===== src/rtl/seg_mem_pkg.sv =====
package seg_mem_pkg;

  ////////////////////////////////////////////////////////////
  // sizes
  ////////////////////////////////////////////////////////////

  localparam int DATA_W    = 64;  // full memory word
  localparam int NUM_SEG   = 4;
  localparam int SEG_W     = 16;  // bits per segment
  localparam int SEG_BYTES = 2;   // bytes per segment
  localparam int NUM_BYTES = 8;   // bytes per word
  localparam int ELS       = 16;  // entries
  localparam int ADDR_W    = 4;

  ////////////////////////////////////////////////////////////
  // data word
  ////////////////////////////////////////////////////////////

  // one 64 bit word, seen as segments by the valids and the read
  // path, and as bytes by the write mask
  typedef union packed {
    logic [NUM_SEG-1:0][SEG_W-1:0] segs;
    logic [NUM_BYTES-1:0][7:0]     bytes;
  } seg_word_u;

  ////////////////////////////////////////////////////////////
  // request and bank command
  ////////////////////////////////////////////////////////////

  // request as it arrives from outside
  typedef struct packed {
    logic [NUM_SEG-1:0]   seg_v;      // segment valids
    logic                 we;         // 1 = write, 0 = read
    logic [ADDR_W-1:0]    addr;
    seg_word_u            data;
    logic [NUM_BYTES-1:0] byte_mask;  // bytes to write
  } mem_req_t;

  // decoded command into the storage array
  typedef struct packed {
    logic [NUM_SEG-1:0]   rd_en;
    logic [NUM_BYTES-1:0] byte_we;
    logic [ADDR_W-1:0]    addr;
    seg_word_u            data;
  } bank_cmd_t;

  // registered read result
  typedef struct packed {
    logic [NUM_SEG-1:0] rd_valid;  // segments read last cycle
    seg_word_u          data;
  } seg_rd_t;

endpackage

===== src/rtl/seg_mem_top.sv =====
`timescale 1ns/1ps

module seg_mem_top #(
  parameter bit latch_last_read_p = 1'b0  // keep last read per segment
) (
  input  logic                   clk,
  input  logic                   rst_i,
  input  seg_mem_pkg::mem_req_t  req_i,
  output seg_mem_pkg::seg_word_u data_o
);

  import seg_mem_pkg::*;

  ////////////////////////////////////////////////////////////
  // stage links
  ////////////////////////////////////////////////////////////

  bank_cmd_t bank_cmd;  // decode -> array, same cycle
  seg_rd_t   bank_rd;   // array -> hold, one cycle later

  ////////////////////////////////////////////////////////////
  // request decode
  ////////////////////////////////////////////////////////////

  seg_mem_req_decode u_req_decode (
    .req_i (req_i),
    .cmd_o (bank_cmd)
  );

  ////////////////////////////////////////////////////////////
  // storage and read register
  ////////////////////////////////////////////////////////////

  seg_mem_bank_array u_bank_array (
    .clk   (clk),
    .rst_i (rst_i),
    .cmd_i (bank_cmd),
    .rd_o  (bank_rd)
  );

  ////////////////////////////////////////////////////////////
  // read hold
  ////////////////////////////////////////////////////////////

  seg_mem_read_hold #(
    .latch_last_read_p (latch_last_read_p)
  ) u_read_hold (
    .clk    (clk),
    .rst_i  (rst_i),
    .rd_i   (bank_rd),
    .data_o (data_o)
  );

endmodule


===== src/rtl/seg_mem_read_hold.sv =====
`timescale 1ns/1ps

module seg_mem_read_hold #(
  parameter bit latch_last_read_p = 1'b0
) (
  input  logic                  clk,
  input  logic                  rst_i,
  input  seg_mem_pkg::seg_rd_t  rd_i,
  output seg_mem_pkg::seg_word_u data_o
);

  import seg_mem_pkg::*;

  if (latch_last_read_p) begin : g_hold

    ////////////////////////////////////////////////////////////
    // per segment holding registers
    ////////////////////////////////////////////////////////////

    logic [NUM_SEG-1:0][SEG_W-1:0] hold_q;

    // capture each segment on the cycle its fresh data shows up
    always_ff @(posedge clk) begin
      if (rst_i) begin
        hold_q <= '0;
      end else begin
        for (int s = 0; s < NUM_SEG; s++) begin
          if (rd_i.rd_valid[s]) begin
            hold_q[s] <= rd_i.data.segs[s];
          end
        end
      end
    end

    // fresh data when just read, else the last value read
    always_comb begin
      for (int s = 0; s < NUM_SEG; s++) begin
        data_o.segs[s] = rd_i.rd_valid[s] ? rd_i.data.segs[s] : hold_q[s];
      end
    end

  end else begin : g_pass

    // follows the read register directly
    // unread segments show whatever the shared read loaded
    assign data_o = rd_i.data;

  end

endmodule


===== src/rtl/seg_mem_bank_array.sv =====
`timescale 1ns/1ps

module seg_mem_bank_array (
  input  logic                   clk,
  input  logic                   rst_i,
  input  seg_mem_pkg::bank_cmd_t cmd_i,
  output seg_mem_pkg::seg_rd_t   rd_o
);

  import seg_mem_pkg::*;

  ////////////////////////////////////////////////////////////
  // storage
  ////////////////////////////////////////////////////////////

  // ELS words, each kept as NUM_BYTES separate bytes
  logic [NUM_BYTES-1:0][7:0] mem_q [ELS];

  logic any_rd;

  // segment valids are ORed, the whole word is read together
  assign any_rd = |cmd_i.rd_en;

  // byte writes, contents never cleared
  always_ff @(posedge clk) begin
    for (int b = 0; b < NUM_BYTES; b++) begin
      if (cmd_i.byte_we[b]) begin
        mem_q[cmd_i.addr][b] <= cmd_i.data.bytes[b];
      end
    end
  end

  ////////////////////////////////////////////////////////////
  // read register
  ////////////////////////////////////////////////////////////

  seg_word_u          rd_data_q;
  logic [NUM_SEG-1:0] rd_valid_q;

  // loaded on any read, a write leaves it alone
  always_ff @(posedge clk) begin
    if (rst_i) begin
      rd_data_q <= '0;
    end else if (any_rd) begin
      rd_data_q <= mem_q[cmd_i.addr];
    end
  end

  // which segments were asked for last cycle
  always_ff @(posedge clk) begin
    if (rst_i) begin
      rd_valid_q <= '0;
    end else begin
      rd_valid_q <= cmd_i.rd_en;  // zero on writes and idle cycles
    end
  end

  ////////////////////////////////////////////////////////////
  // output
  ////////////////////////////////////////////////////////////

  always_comb begin
    rd_o.rd_valid = rd_valid_q;
    rd_o.data     = rd_data_q;
  end

endmodule


===== src/rtl/seg_mem_req_decode.sv =====
`timescale 1ns/1ps

module seg_mem_req_decode (
  input  seg_mem_pkg::mem_req_t  req_i,
  output seg_mem_pkg::bank_cmd_t cmd_o
);

  import seg_mem_pkg::*;

  ////////////////////////////////////////////////////////////
  // write enables
  ////////////////////////////////////////////////////////////

  logic [NUM_BYTES-1:0] byte_we;

  // a byte is written when its segment is valid and its mask bit is set
  always_comb begin
    for (int b = 0; b < NUM_BYTES; b++) begin
      byte_we[b] = req_i.we
                 & req_i.seg_v[b / SEG_BYTES]  // owning segment
                 & req_i.byte_mask[b];
    end
  end

  ////////////////////////////////////////////////////////////
  // read enables
  ////////////////////////////////////////////////////////////

  logic [NUM_SEG-1:0] rd_en;

  always_comb begin
    for (int s = 0; s < NUM_SEG; s++) begin
      rd_en[s] = ~req_i.we & req_i.seg_v[s];  // read only on we low
    end
  end

  ////////////////////////////////////////////////////////////
  // command out
  ////////////////////////////////////////////////////////////

  // addr and data pass through unchanged
  always_comb begin
    cmd_o.rd_en   = rd_en;
    cmd_o.byte_we = byte_we;
    cmd_o.addr    = req_i.addr;
    cmd_o.data    = req_i.data;
  end

endmodule


===== config.mk =====
export PLATFORM = sky130hd
export DESIGN_NAME = seg_mem_top
export DESIGN_NICKNAME = d
export VERILOG_FILES = /design/src/rtl/seg_mem_pkg.sv /design/src/rtl/seg_mem_top.sv /design/src/rtl/seg_mem_read_hold.sv /design/src/rtl/seg_mem_bank_array.sv /design/src/rtl/seg_mem_req_decode.sv
export SDC_FILE = /design/constraint.sdc
export NUM_CORES = 1
export LEC_CHECK = 0
export ABC_CLOCK_PERIOD_IN_PS = 2000
export BUFFER_PORTS_ARGS = -buffer_cell sky130_fd_sc_hd__buf_2
export CAP_MARGIN = 40
export CORE_ASPECT_RATIO = 0.5
export CORE_MARGIN = 4
export CORE_UTILIZATION = 55
export DETAILED_ROUTE_END_ITERATION = 16
export GPL_ROUTABILITY_DRIVEN = 0
export PLACE_DENSITY = 0.76
export SYNTH_ARGS = -nofsm -noshare
export SYNTH_HDL_FRONTEND = slang
export SYNTH_SLANG_ARGS = --single-unit

===== constraint.sdc =====
create_clock -name clk -period 2 [get_ports clk]
set_clock_uncertainty 0.15 [all_clocks]
set_input_delay 0 -clock clk [delete_from_list [all_inputs] [get_ports clk]]
set_output_delay 0 -clock clk [all_outputs]
set_load 0.01 [all_outputs]

==> results.cfg, run 1 <==
[outcome]
status = completed

[timing]
rsz0062_at_grt = no
drv_slew = 0
worstMarginPinSlew_ns = 0.642
slew_headroom_pct = 57.2
setup_tns_ns = 0
fmax_mhz = 551
layout_setup_ws_ns = 0.186
fin_crit_sh_pct = 90.7
setup_viol = 0
fin_crit_ns = 1.81
finalHoldViolCount = 0

[floorplanning]
core_area_sq_mm = 0.0738
die_x_microns = 396
io_pins = 147
dieArea_sq_mm = 0.0801
die_y_microns = 202
row_count = 70
start_util_pct = 56.2

[critical_path]
crit_path_end_kind = flip-flop
critPathArrivalTime_ns = 2.19
setup.worst_path.start_class = input port
critPathMaxFanout = 17
path_class = in -> reg
crit_required_ns = 2.37

[finish]
most-common-layout-cells = 1024 x edfxtp_1, 244 x nor2_1, 233 x buf_4, 179 x mux4_2, 142 x buf_2
post-route-util_pct = 66.2
area_growth_pct = 17.9
final_common_cell = edfxtp_1
layout-drive-gt1-share_pct = 29.4
nNetsFinal = 2672
stdcell_count = 3674
diodes = 0

[yosys]
synth_nets = 2223
yosys.area.top_type = edfxtp_1
synth_cells = 2140
syn_avg_cell_area_sq_um = 19.4
yosys.cell_types.count = 27
yosys_warnings = 0
syn_area_sq_mm = 0.0415
synth_area_leaders = edfxtp_1 74%, mux4_2 9.7%, dfxtp_1 3.1%
ys_ff_latch = 1088
yosysTopAreaCellShare_pct = 74.1
yosysSeqAreaShare_pct = 77.2

[power_and_ir_drop]
power.density_mw_per_mm2 = 941
power_mw = 46.0
ir_worst_vdd_mv = 0.599
power_leakage_nw = 16.4

[route]
drcViolationCount = 0
dr_total_vias = 23102
ant_nets = 0
routedWlPerCell_microns = 27.7
wl_microns = 102000
vias_per_cell = 6.29
drtPass1Iterations = 7
drt_iter0_drc = 2654

[global_routing]
gr-total-overflow = 0
grtUsageMet1_pct = 36.3
grt.busiest_layer = met2
grt_start_max_net_pins = 65
grtUsageMet3_pct = 5.02
grt_pass1_vias = 23751
grt_use_total_pct = 25.6
use_met2_pct = 40.8
grt_first_pass_wirelength_microns = 153000
antenna_found_initial = 0

[worst_hold_path]
hp-class = in -> reg

[clock_network]
cts_buffer_depth = 3
clk_latency_ns = 0.66
htreeDepth = 3
cts_made_buffers = 91
cts_setup_buffers = 0
clockRootBuffer = clkbuf_16
clkTransAtPathRegs_ns = 0.07
clock-sinks = 1088
cts_tree = yes

[place]
dp_cells = 3422
hpwl_microns = 63500
place_ws_ns = 0.118
port_buffers = 146

[flow_run]
drv_cap = 0
## cell families after synthesis
logic type | share of synthesized area [%]
buffers and inverters | 1.92
DFF | 77.2
muxes | 13.6
and+or+nand+nor | 3.43
AOI/OAI and AO/OA | 3.87
## cell usage after synthesis (all sizes together)
| cell type | instances |
|---|---|
| nand3b | 2 |
| a21oi | 63 |
| and2b | 2 |
| or2 | 2 |
| nand3 | 39 |
| nor2 | 247 |
| a31o | 25 |
| a311oi | 38 |
| buf | 80 |
| nand4 | 1 |
| mux4 | 179 |
| a22oi | 64 |
| o22ai | 39 |
| nand2 | 59 |
| clkbuf | 51 |
| edfxtp | 1024 |
| nor4 | 1 |
| mux2 | 38 |
| nor2b | 4 |
| mux2i | 116 |
| a211oi | 2 |
| dfxtp | 64 |
## registers in the layout (all words and copies together) (netlist names)
name	flops
u_bank_array.mem_q	1024
u_bank_array.rd_data_q	64
## worst paths after layout
kind	slack, ns	start	end	depth (start not counted)
hold reg to reg	0.32	u_bank_array.rd_data_q[48]	u_bank_array.rd_data_q[48]	2
hold / removal	0.12	req_i[16]	u_bank_array.mem_q[6][8]	2
setup / recovery	0.19	req_i[72]	u_bank_array.rd_data_q[25]	8
setup reg to reg	0.33	u_bank_array.mem_q[0][45]	u_bank_array.rd_data_q[45]	4
## final cells by class
type	count	area (sq um)
fillers	4595	24900
well taps	1008	1260
clock inverters	46	554
multi-input cells	921	8700
clock buffers	124	2480
repair buffers	487	3880
flip-flops and latches	1088	32000
## per-layer routing
metal / vias up / share of wire [%]
li1: 9549 / -
met3: 215 / 10
met1: 11896 / 38
met4: 0 / 3.3
met2: 1442 / 48
met5: - / 0
## report_power, final
part           leakage (nW)  internal, mW  switching [mW]
Sequential             9.74          25.1           0.127
Combinational          5.20          1.09            1.53
Clock                  1.49          10.1            8.08
## per-stage QoR
step	cell area [sq um]	hold slack [ns]
3_5_place_dp	45100	0.235
2_1_floorplan	41500	-0.0511
3_3_place_gp	45100	0.226
5_1_grt	48900	0.114
6_report	48900	0.124
4_1_cts	48900	0.0656
## repair_timing
item                                   in CTS  in global routing
endpoints found under the hold margin    1675                  0
hold buffers                               82                  0
gates resized for setup                     0                  0
## worst max-delay path, stage by stage
cell and delay, ns:
dlygate4sd3_1 0.56, buf_8 0.23, buf_12 0.22, buf_4 0.15
mux4_2 0.53, a22oi_1 0.21, a31o_2 0.18, a21oi_1 0.06
(Power assumes the default switching activity.)
==> run 2, diff against run 1 <==
--- a/config.mk
+++ b/config.mk
@@ -14,6 +14,7 @@
 export DETAILED_ROUTE_END_ITERATION = 16
 export GPL_ROUTABILITY_DRIVEN = 0
 export PLACE_DENSITY = 0.76
+export SETUP_SLACK_MARGIN = 0.3
 export SYNTH_ARGS = -nofsm -noshare
 export SYNTH_HDL_FRONTEND = slang
 export SYNTH_SLANG_ARGS = --single-unit
==> run 2 against run 1 <==
  * Die area did not move
  * Clock power fell by 7%
  * Register-to-register slack improved by 0.02 ns
  * Worst hold slack got worse by 0.11 ns
  * Critical path depth did not move
  * Fmax rose by 7.3%
  * Sequential share of layout area barely moved
  * Final cell count fell by 1.1%
  * Setup slack improved by 0.12 ns
  * Power fell by 2.6%
  * Critical path type unchanged
  * Largest cell class unchanged
  * Largest power group unchanged
==> results.cfg, run 2 (synthesis results as in run 1) <==
[outcome]
status = completed

[finish]
area_growth_pct = 18.0
fillers = 4538
most-common-layout-cells = 1024 x edfxtp_1, 187 x buf_4, 179 x mux4_2, 177 x nor2_1, 142 x buf_2
nNetsFinal = 2636
largest_registers = u_bank_array.mem_q: 1024 flops, u_bank_array.rd_data_q: 64 flops
regMostFlops = u_bank_array.mem_q
post-route-util_pct = 66.3
final_common_cell = edfxtp_1
largest_reg_flops = 1024
layout-drive-gt1-share_pct = 31.0

[route]
wl_met3_microns = 9400
drcViolationCount = 0
routedWlPerCell_microns = 27.5
highest_layer = met4
wl_microns = 99900
route.met2.wl_microns = 49200
ant_nets = 0
vias_per_cell = 6.20
dr_total_vias = 22509
drtPass1Iterations = 5
drt_iter0_drc = 2583
wl_met1_microns = 38200

[worst_hold_path]
hp-class = in -> reg

[critical_path]
path_class = in -> reg
critPathMaxFanout = 7
crit_family = buffers and inverters
setup.worst_path.start_class = input port
crit_chain = dlygate4sd3_1 -> buf_2 -> buf_4 -> nor2b_4 -> nand3_1 -> buf_4 -> nor2_2 -> buf_12
crit_path_end_kind = flip-flop
crit_required_ns = 2.20
cp_num_buf_inv = 5
cp_slowest_cell = dlygate4sd3_1
critPathArrivalTime_ns = 1.89
crit_top_cell = buf_4
cpPeakStageDelay_ns = 0.55

[floorplanning]
die_y_microns = 202
die_x_microns = 396
core_area_sq_mm = 0.0738
dieArea_sq_mm = 0.0801
io_pins = 147
start_util_pct = 56.2
row_count = 70

[clock_network]
clk_latency_ns = 0.64
clockRootBuffer = clkbuf_16
cts_made_buffers = 89
clock-sinks = 1088
cts_buffer_depth = 3
cts_tree = yes
clkTransAtPathRegs_ns = 0.07
htreeDepth = 3

[power_and_ir_drop]
power.density_mw_per_mm2 = 916
power_leakage_nw = 16.2
power_mw = 44.8
ir_worst_vdd_mv = 0.675

[global_routing]
antenna_found_initial = 2
grt_start_max_net_pins = 40
grt_use_total_pct = 25.1
grt_first_pass_wirelength_microns = 149000
grt_pass1_vias = 23192
gr-total-overflow = 0

[flow_run]
drv_cap = 0

[timing]
rsz0062_at_grt = yes
fmax_mhz = 592
fin_crit_ns = 1.69
slew_headroom_pct = 58.2
setup_tns_ns = 0
fin_crit_sh_pct = 84.5
finalHoldViolCount = 0
worstMarginPinSlew_ns = 0.627
drv_slew = 0
setup_viol = 0

[place]
port_buffers = 146
hpwl_microns = 62700
-- run 2: changes by cell type in the layout (fill, tap and decap cells not counted), sizes merged --
cell / before / now
bufinv: 10 / 4
clkbuf: 124 / 126
dlymetal6s4s: 0 / 1
clkinv: 31 / 26
buf: 405 / 370
inv: 4 / 3
diode: 0 / 1
clkinvlp: 1 / 3
-- run 2: stage by stage --
step           hold slack (ns)  setup WS [ns]  cell area, sq um  cells
2_1_floorplan          -0.0511         0.0942             41900   2140
3_3_place_gp             0.226         0.0494             45200   3382
3_5_place_dp             0.236         0.0537             45200   3382
4_1_cts                0.00222          0.339             48800   3627
5_1_grt                 0.0323          0.271             48900   3633
6_report               0.00917          0.309             48900   3633
-- run 2: repair_timing --
item,4_1_cts,5_1_grt
gates resized for setup,0,10
buffers inserted,0,5
hold buffers,83,0
setup endpoints to repair,0,91
hold endpoints to repair,1358,0
-- run 2: report_power, final --
group / total, mW / internal (mW) / switching (mW)
clock network: 16.9 / 9.13 / 7.76
logic: 2.69 / 1.12 / 1.57
registers: 25.2 / 25.1 / 0.119
total: 44.8 / 35.4 / 9.46
-- run 2: final timing paths --
| check | from | end | slack (ns) | cells after the start |
|---|---|---|---|---|
| max reg2reg | u_bank_array.mem_q[11][5] | u_bank_array.rd_data_q[5] | 0.35 | 3 |
| min | req_i[72] | u_bank_array.rd_data_q[46] | 0.009 | 4 |
| max | req_i[74] | u_bank_array.mem_q[11][42] | 0.31 | 8 |
| min reg2reg | u_bank_array.rd_data_q[59] | u_bank_array.rd_data_q[59] | 0.31 | 2 |
-- run 2: layout make-up --
type                    instances  area (sq um)  share of cell area [%]
diodes                          1          2.50                 0.00512
repair buffers                453          3740                    7.64
clock inverters                36           304                   0.621
clock buffers                 126          2460                    5.02
multi-input cells             921          9130                    18.7
well taps                    1008          1260                    2.58
flip-flops and latches       1088         32000                    65.5
-- run 2: tightest hold or removal path, cell delays in order --
cell	delay [ns]
buf_8	0.19
mux2_2	0.31
a21oi_1	0.14
a311oi_1	0.10
-- run 2: layer usage --
layer,vias to the layer above,track usage [%]
met1,11684,33.7
met2,1163,41.2
met4,0,8.13
met5,-,0
li1,9477,-
met3,185,6.06
==> run 3, diff against run 2 <==
--- a/config.mk
+++ b/config.mk
@@ -5,7 +5,8 @@
 export SDC_FILE = /design/constraint.sdc
 export NUM_CORES = 1
 export LEC_CHECK = 0
-export ABC_CLOCK_PERIOD_IN_PS = 2000
+export ABC_AREA = 1
+export ABC_CLOCK_PERIOD_IN_PS = 1600
 export BUFFER_PORTS_ARGS = -buffer_cell sky130_fd_sc_hd__buf_2
 export CAP_MARGIN = 40
 export CORE_ASPECT_RATIO = 0.5
@@ -13,7 +14,7 @@
 export CORE_UTILIZATION = 55
 export DETAILED_ROUTE_END_ITERATION = 16
 export GPL_ROUTABILITY_DRIVEN = 0
-export PLACE_DENSITY = 0.76
+export PLACE_DENSITY = 0.73
 export SETUP_SLACK_MARGIN = 0.3
 export SYNTH_ARGS = -nofsm -noshare
 export SYNTH_HDL_FRONTEND = slang
==> constraint.sdc (replaced) <==
create_clock -name clk -period 1.6 [get_ports clk]
set_clock_uncertainty 0.15 [all_clocks]
set_input_delay 0 -clock clk [delete_from_list [all_inputs] [get_ports clk]]
set_output_delay 0 -clock clk [all_outputs]
set_load 0.01 [all_outputs]
==> run 3 against run 2 <==
  * The run now ends with hold timing left
  * Largest power group unchanged
  * Sequential share of layout area is 4.6 points lower
  * Non-clock buffer count down 13
  * Global-route usage rose by 0.53 points
  * Critical endpoint is now u_bank_array.rd_data_q[22]
  * Critical path depth did not move
  * Count of clock-buffer cells in the layout is 4 lower
  * Register-to-register slack got worse by 0.03 ns
  * First-iteration DRC count rose by 33%
  * Via count rose by 38%
  * Power rose by 31%
  * Combinational power grew 52%
  * Area after synthesis increased by 7.6%
  * Die area grew 7.3%
==> results.cfg, run 3 <==
[critical_path]
rrSetupSlack_ns = 0.32
cp-endpoint = u_bank_array.rd_data_q[22]
critPathLaunch = u_bank_array.mem_q[9][22]
crit_family = simple AND/OR/NAND/NOR gates
cpPeakStageDelay_ns = 0.37
reg2reg_from = u_bank_array.mem_q[9][22]
cp_slowest_cell = edfxtp_1
critPathArrivalTime_ns = 1.66
path_class = reg -> reg
setup.worst_path.start_class = flip-flop
crit_path_end_kind = flip-flop
critPathMaxFanout = 1
r2r_end = u_bank_array.rd_data_q[22]
cp_num_buf_inv = 0
crit_top_cell = nand2_1
cp.depth = 8
r2r_cells = 8
crit_required_ns = 1.98
crit_chain = nand2_1 -> nand2_1 -> nand2_1 -> nand3_1 -> nand2_1 -> nand2_2 -> nor2_4 -> nor2_1

[timing]
setup_viol = 0
slew_headroom_pct = 48.7
finalHoldViolCount = 1
fin_crit_ns = 1.28
worstMarginPinSlew_ns = 0.766
drv_slew = 0
fmax_mhz = 783
fin_crit_sh_pct = 79.8
layout_setup_ws_ns = 0.323
rsz0062_at_grt = yes
hold_slack_ns = -0.00207

[yosys]
synth_area_leaders = edfxtp_1 69%, nand2_1 21%, dfxtp_1 2.9%
synth-xor-area-share_pct = 0
synth_top_family_by_area = simple AND/OR/NAND/NOR gates
ys.flop_type = edfxtp_1
synth_mux_area_share_pct = 0
yosysMostFrequentCell = nand2_1
yosysSeqAreaShare_pct = 71.8
yosys.cell_types.count = 17
synth_common_cells = 2446 x nand2_1, 1024 x edfxtp_1, 259 x nor2_1
async_flop_share_pct = 0
synth_cells = 4233
synth_edf_count = 1024
synthSimpleGateAreaFrac_pct = 24.4
synth-compound-area-share_pct = 0.729
yosys.area.top_type = edfxtp_1
yosysTopAreaCellShare_pct = 68.9
syn_avg_cell_area_sq_um = 10.5
synth_nets = 4316
yosys_warnings = 0
yosys.area_share.adder_pct = 0
ys_ff_latch = 1088
syn_area_sq_mm = 0.0446

[place]
port_buffers = 146
hpwl_microns = 67400
place_area_sq_mm = 0.0483
place_ws_ns = -0.136
dp_cells = 5462

[clock_network]
htreeDepth = 3
cts_made_buffers = 93
clock-sinks = 1088
clockRootBuffer = clkbuf_16
cts_buffer_depth = 3
clkTransAtPathRegs_ns = 0.07
cts_tree = yes
clk_latency_ns = 0.65

[route]
drcViolationCount = 0
routedWlPerCell_microns = 19.3
vias_per_cell = 5.46
drtPass1Iterations = 5
dr_total_vias = 31159
drt_iter0_drc = 3430
ant_nets = 0
wl_microns = 110000

[finish]
stdcell_count = 5711
largest_reg_flops = 1024
multiInputGateArea_sq_mm = 0.0118
ff_latch_area_sq_mm = 0.0321
nNetsFinal = 4631
regMostFlops = u_bank_array.mem_q
most-common-layout-cells = 2391 x nand2_1, 1024 x edfxtp_1, 178 x nor2_1, 138 x buf_4, 115 x buf_2
largest_registers = u_bank_array.mem_q: 1024 flops, u_bank_array.rd_data_q: 64 flops
post-route-util_pct = 66.0
diodes = 0
layout-drive-gt1-share_pct = 16.2
area_growth_pct = 18.3
fillers = 5608
final_common_cell = nand2_1
final_cell_area_sq_mm = 0.0528

[floorplanning]
core_area_sq_mm = 0.0799
start_util_pct = 55.8
die_x_microns = 411
die_y_microns = 209
io_pins = 147
row_count = 73
dieArea_sq_mm = 0.0860

[outcome]
status = finished, violations left
violations = hold timing

[global_routing]
grt_use_total_pct = 25.6
use_met2_pct = 43.0
antenna_found_initial = 0
grt.busiest_layer = met2
grtUsageMet1_pct = 34.6
gr-total-overflow = 0
grtUsageMet3_pct = 3.91
grt_start_max_net_pins = 93
grt_pass1_vias = 31219
grt_first_pass_wirelength_microns = 172000

[power_and_ir_drop]
power_leakage_nw = 21.4
power.density_mw_per_mm2 = 1110
ir_worst_vdd_mv = 0.862

[worst_hold_path]
hp-class = in -> reg

[flow_run]
drv_cap = 0
## run 3: power breakdown
part           internal [mW]  leakage, nW  switching [mW]
registers               31.4         9.76           0.140
logic                   1.32         10.1            2.78
clock network           13.0         1.50            10.0
total                   45.7         21.4            12.9
## run 3: worst min path at each step
stage / from / to / slack (ns) / cells after the start
floorplan: req_i[8] / u_bank_array.mem_q[0][0] / -0.05 / 0
global placement: req_i[19] / u_bank_array.mem_q[6][11] / 0.24 / 1
detailed placement: req_i[19] / u_bank_array.mem_q[7][11] / 0.24 / 1
CTS: req_i[73] / u_bank_array.rd_data_q[45] / -0.03 / 8
global route: req_i[72] / u_bank_array.mem_q[1][7] / 0.003 / 5
finish: req_i[73] / u_bank_array.rd_data_q[57] / -0.002 / 8
## run 3: area by class of cell
| cell class | instances | share of cell area (%) |
|---|---|---|
| clock buffers | 122 | 4.81 |
| clock inverters | 49 | 0.986 |
| inverters | 10 | 0.114 |
| multi-input cells | 2915 | 22.4 |
| flip-flops and latches | 1088 | 60.8 |
| well taps | 1087 | 2.58 |
| repair buffers | 440 | 8.25 |
## run 3: cell families after synthesis
| logic type | Yosys count |
|---|---|
| AOI/OAI and AO/OA | 65 |
| buffers and inverters | 230 |
| DFF | 1088 |
| and+or+nand+nor | 2850 |
## run 3: layer usage
metal  share of wire (%)  up-vias
met2                  49     1398
met1                  40    15041
met3                 8.3      212
met5                   0        -
met4                 3.0        0
li1                    -    14508
## run 3: through the flow
step | setup TNS, ns | power, mW
after floorplan | -19.23 | 34.3
after global placement | -2.60 | 35.8
after detailed placement | -8.78 | 35.9
after CTS | 0 | 58.7
after global routing | 0 | 60.6
final | 0 | 58.6
## run 3: tightest hold or removal path, stage by stage
cell,delay (ns)
buf_6,0.14
buf_12,0.19
nand2_1,0.09
nand2_1,0.05
nand2_1,0.05
nand3_1,0.06
nor2_1,0.11
nor2_1,0.05
## run 3: repair_timing
| item | 4_1_cts | 5_1_grt |
|---|---|---|
| pin swaps | 1 | 103 |
| gates resized for setup | 80 | 129 |
| setup buffers | 0 | 2 |
| cloned | 0 | 0 |
| setup endpoints to repair | 56 | 68 |
| hold buffers | 76 | 0 |
| hold endpoints to repair | 1333 | 0 |
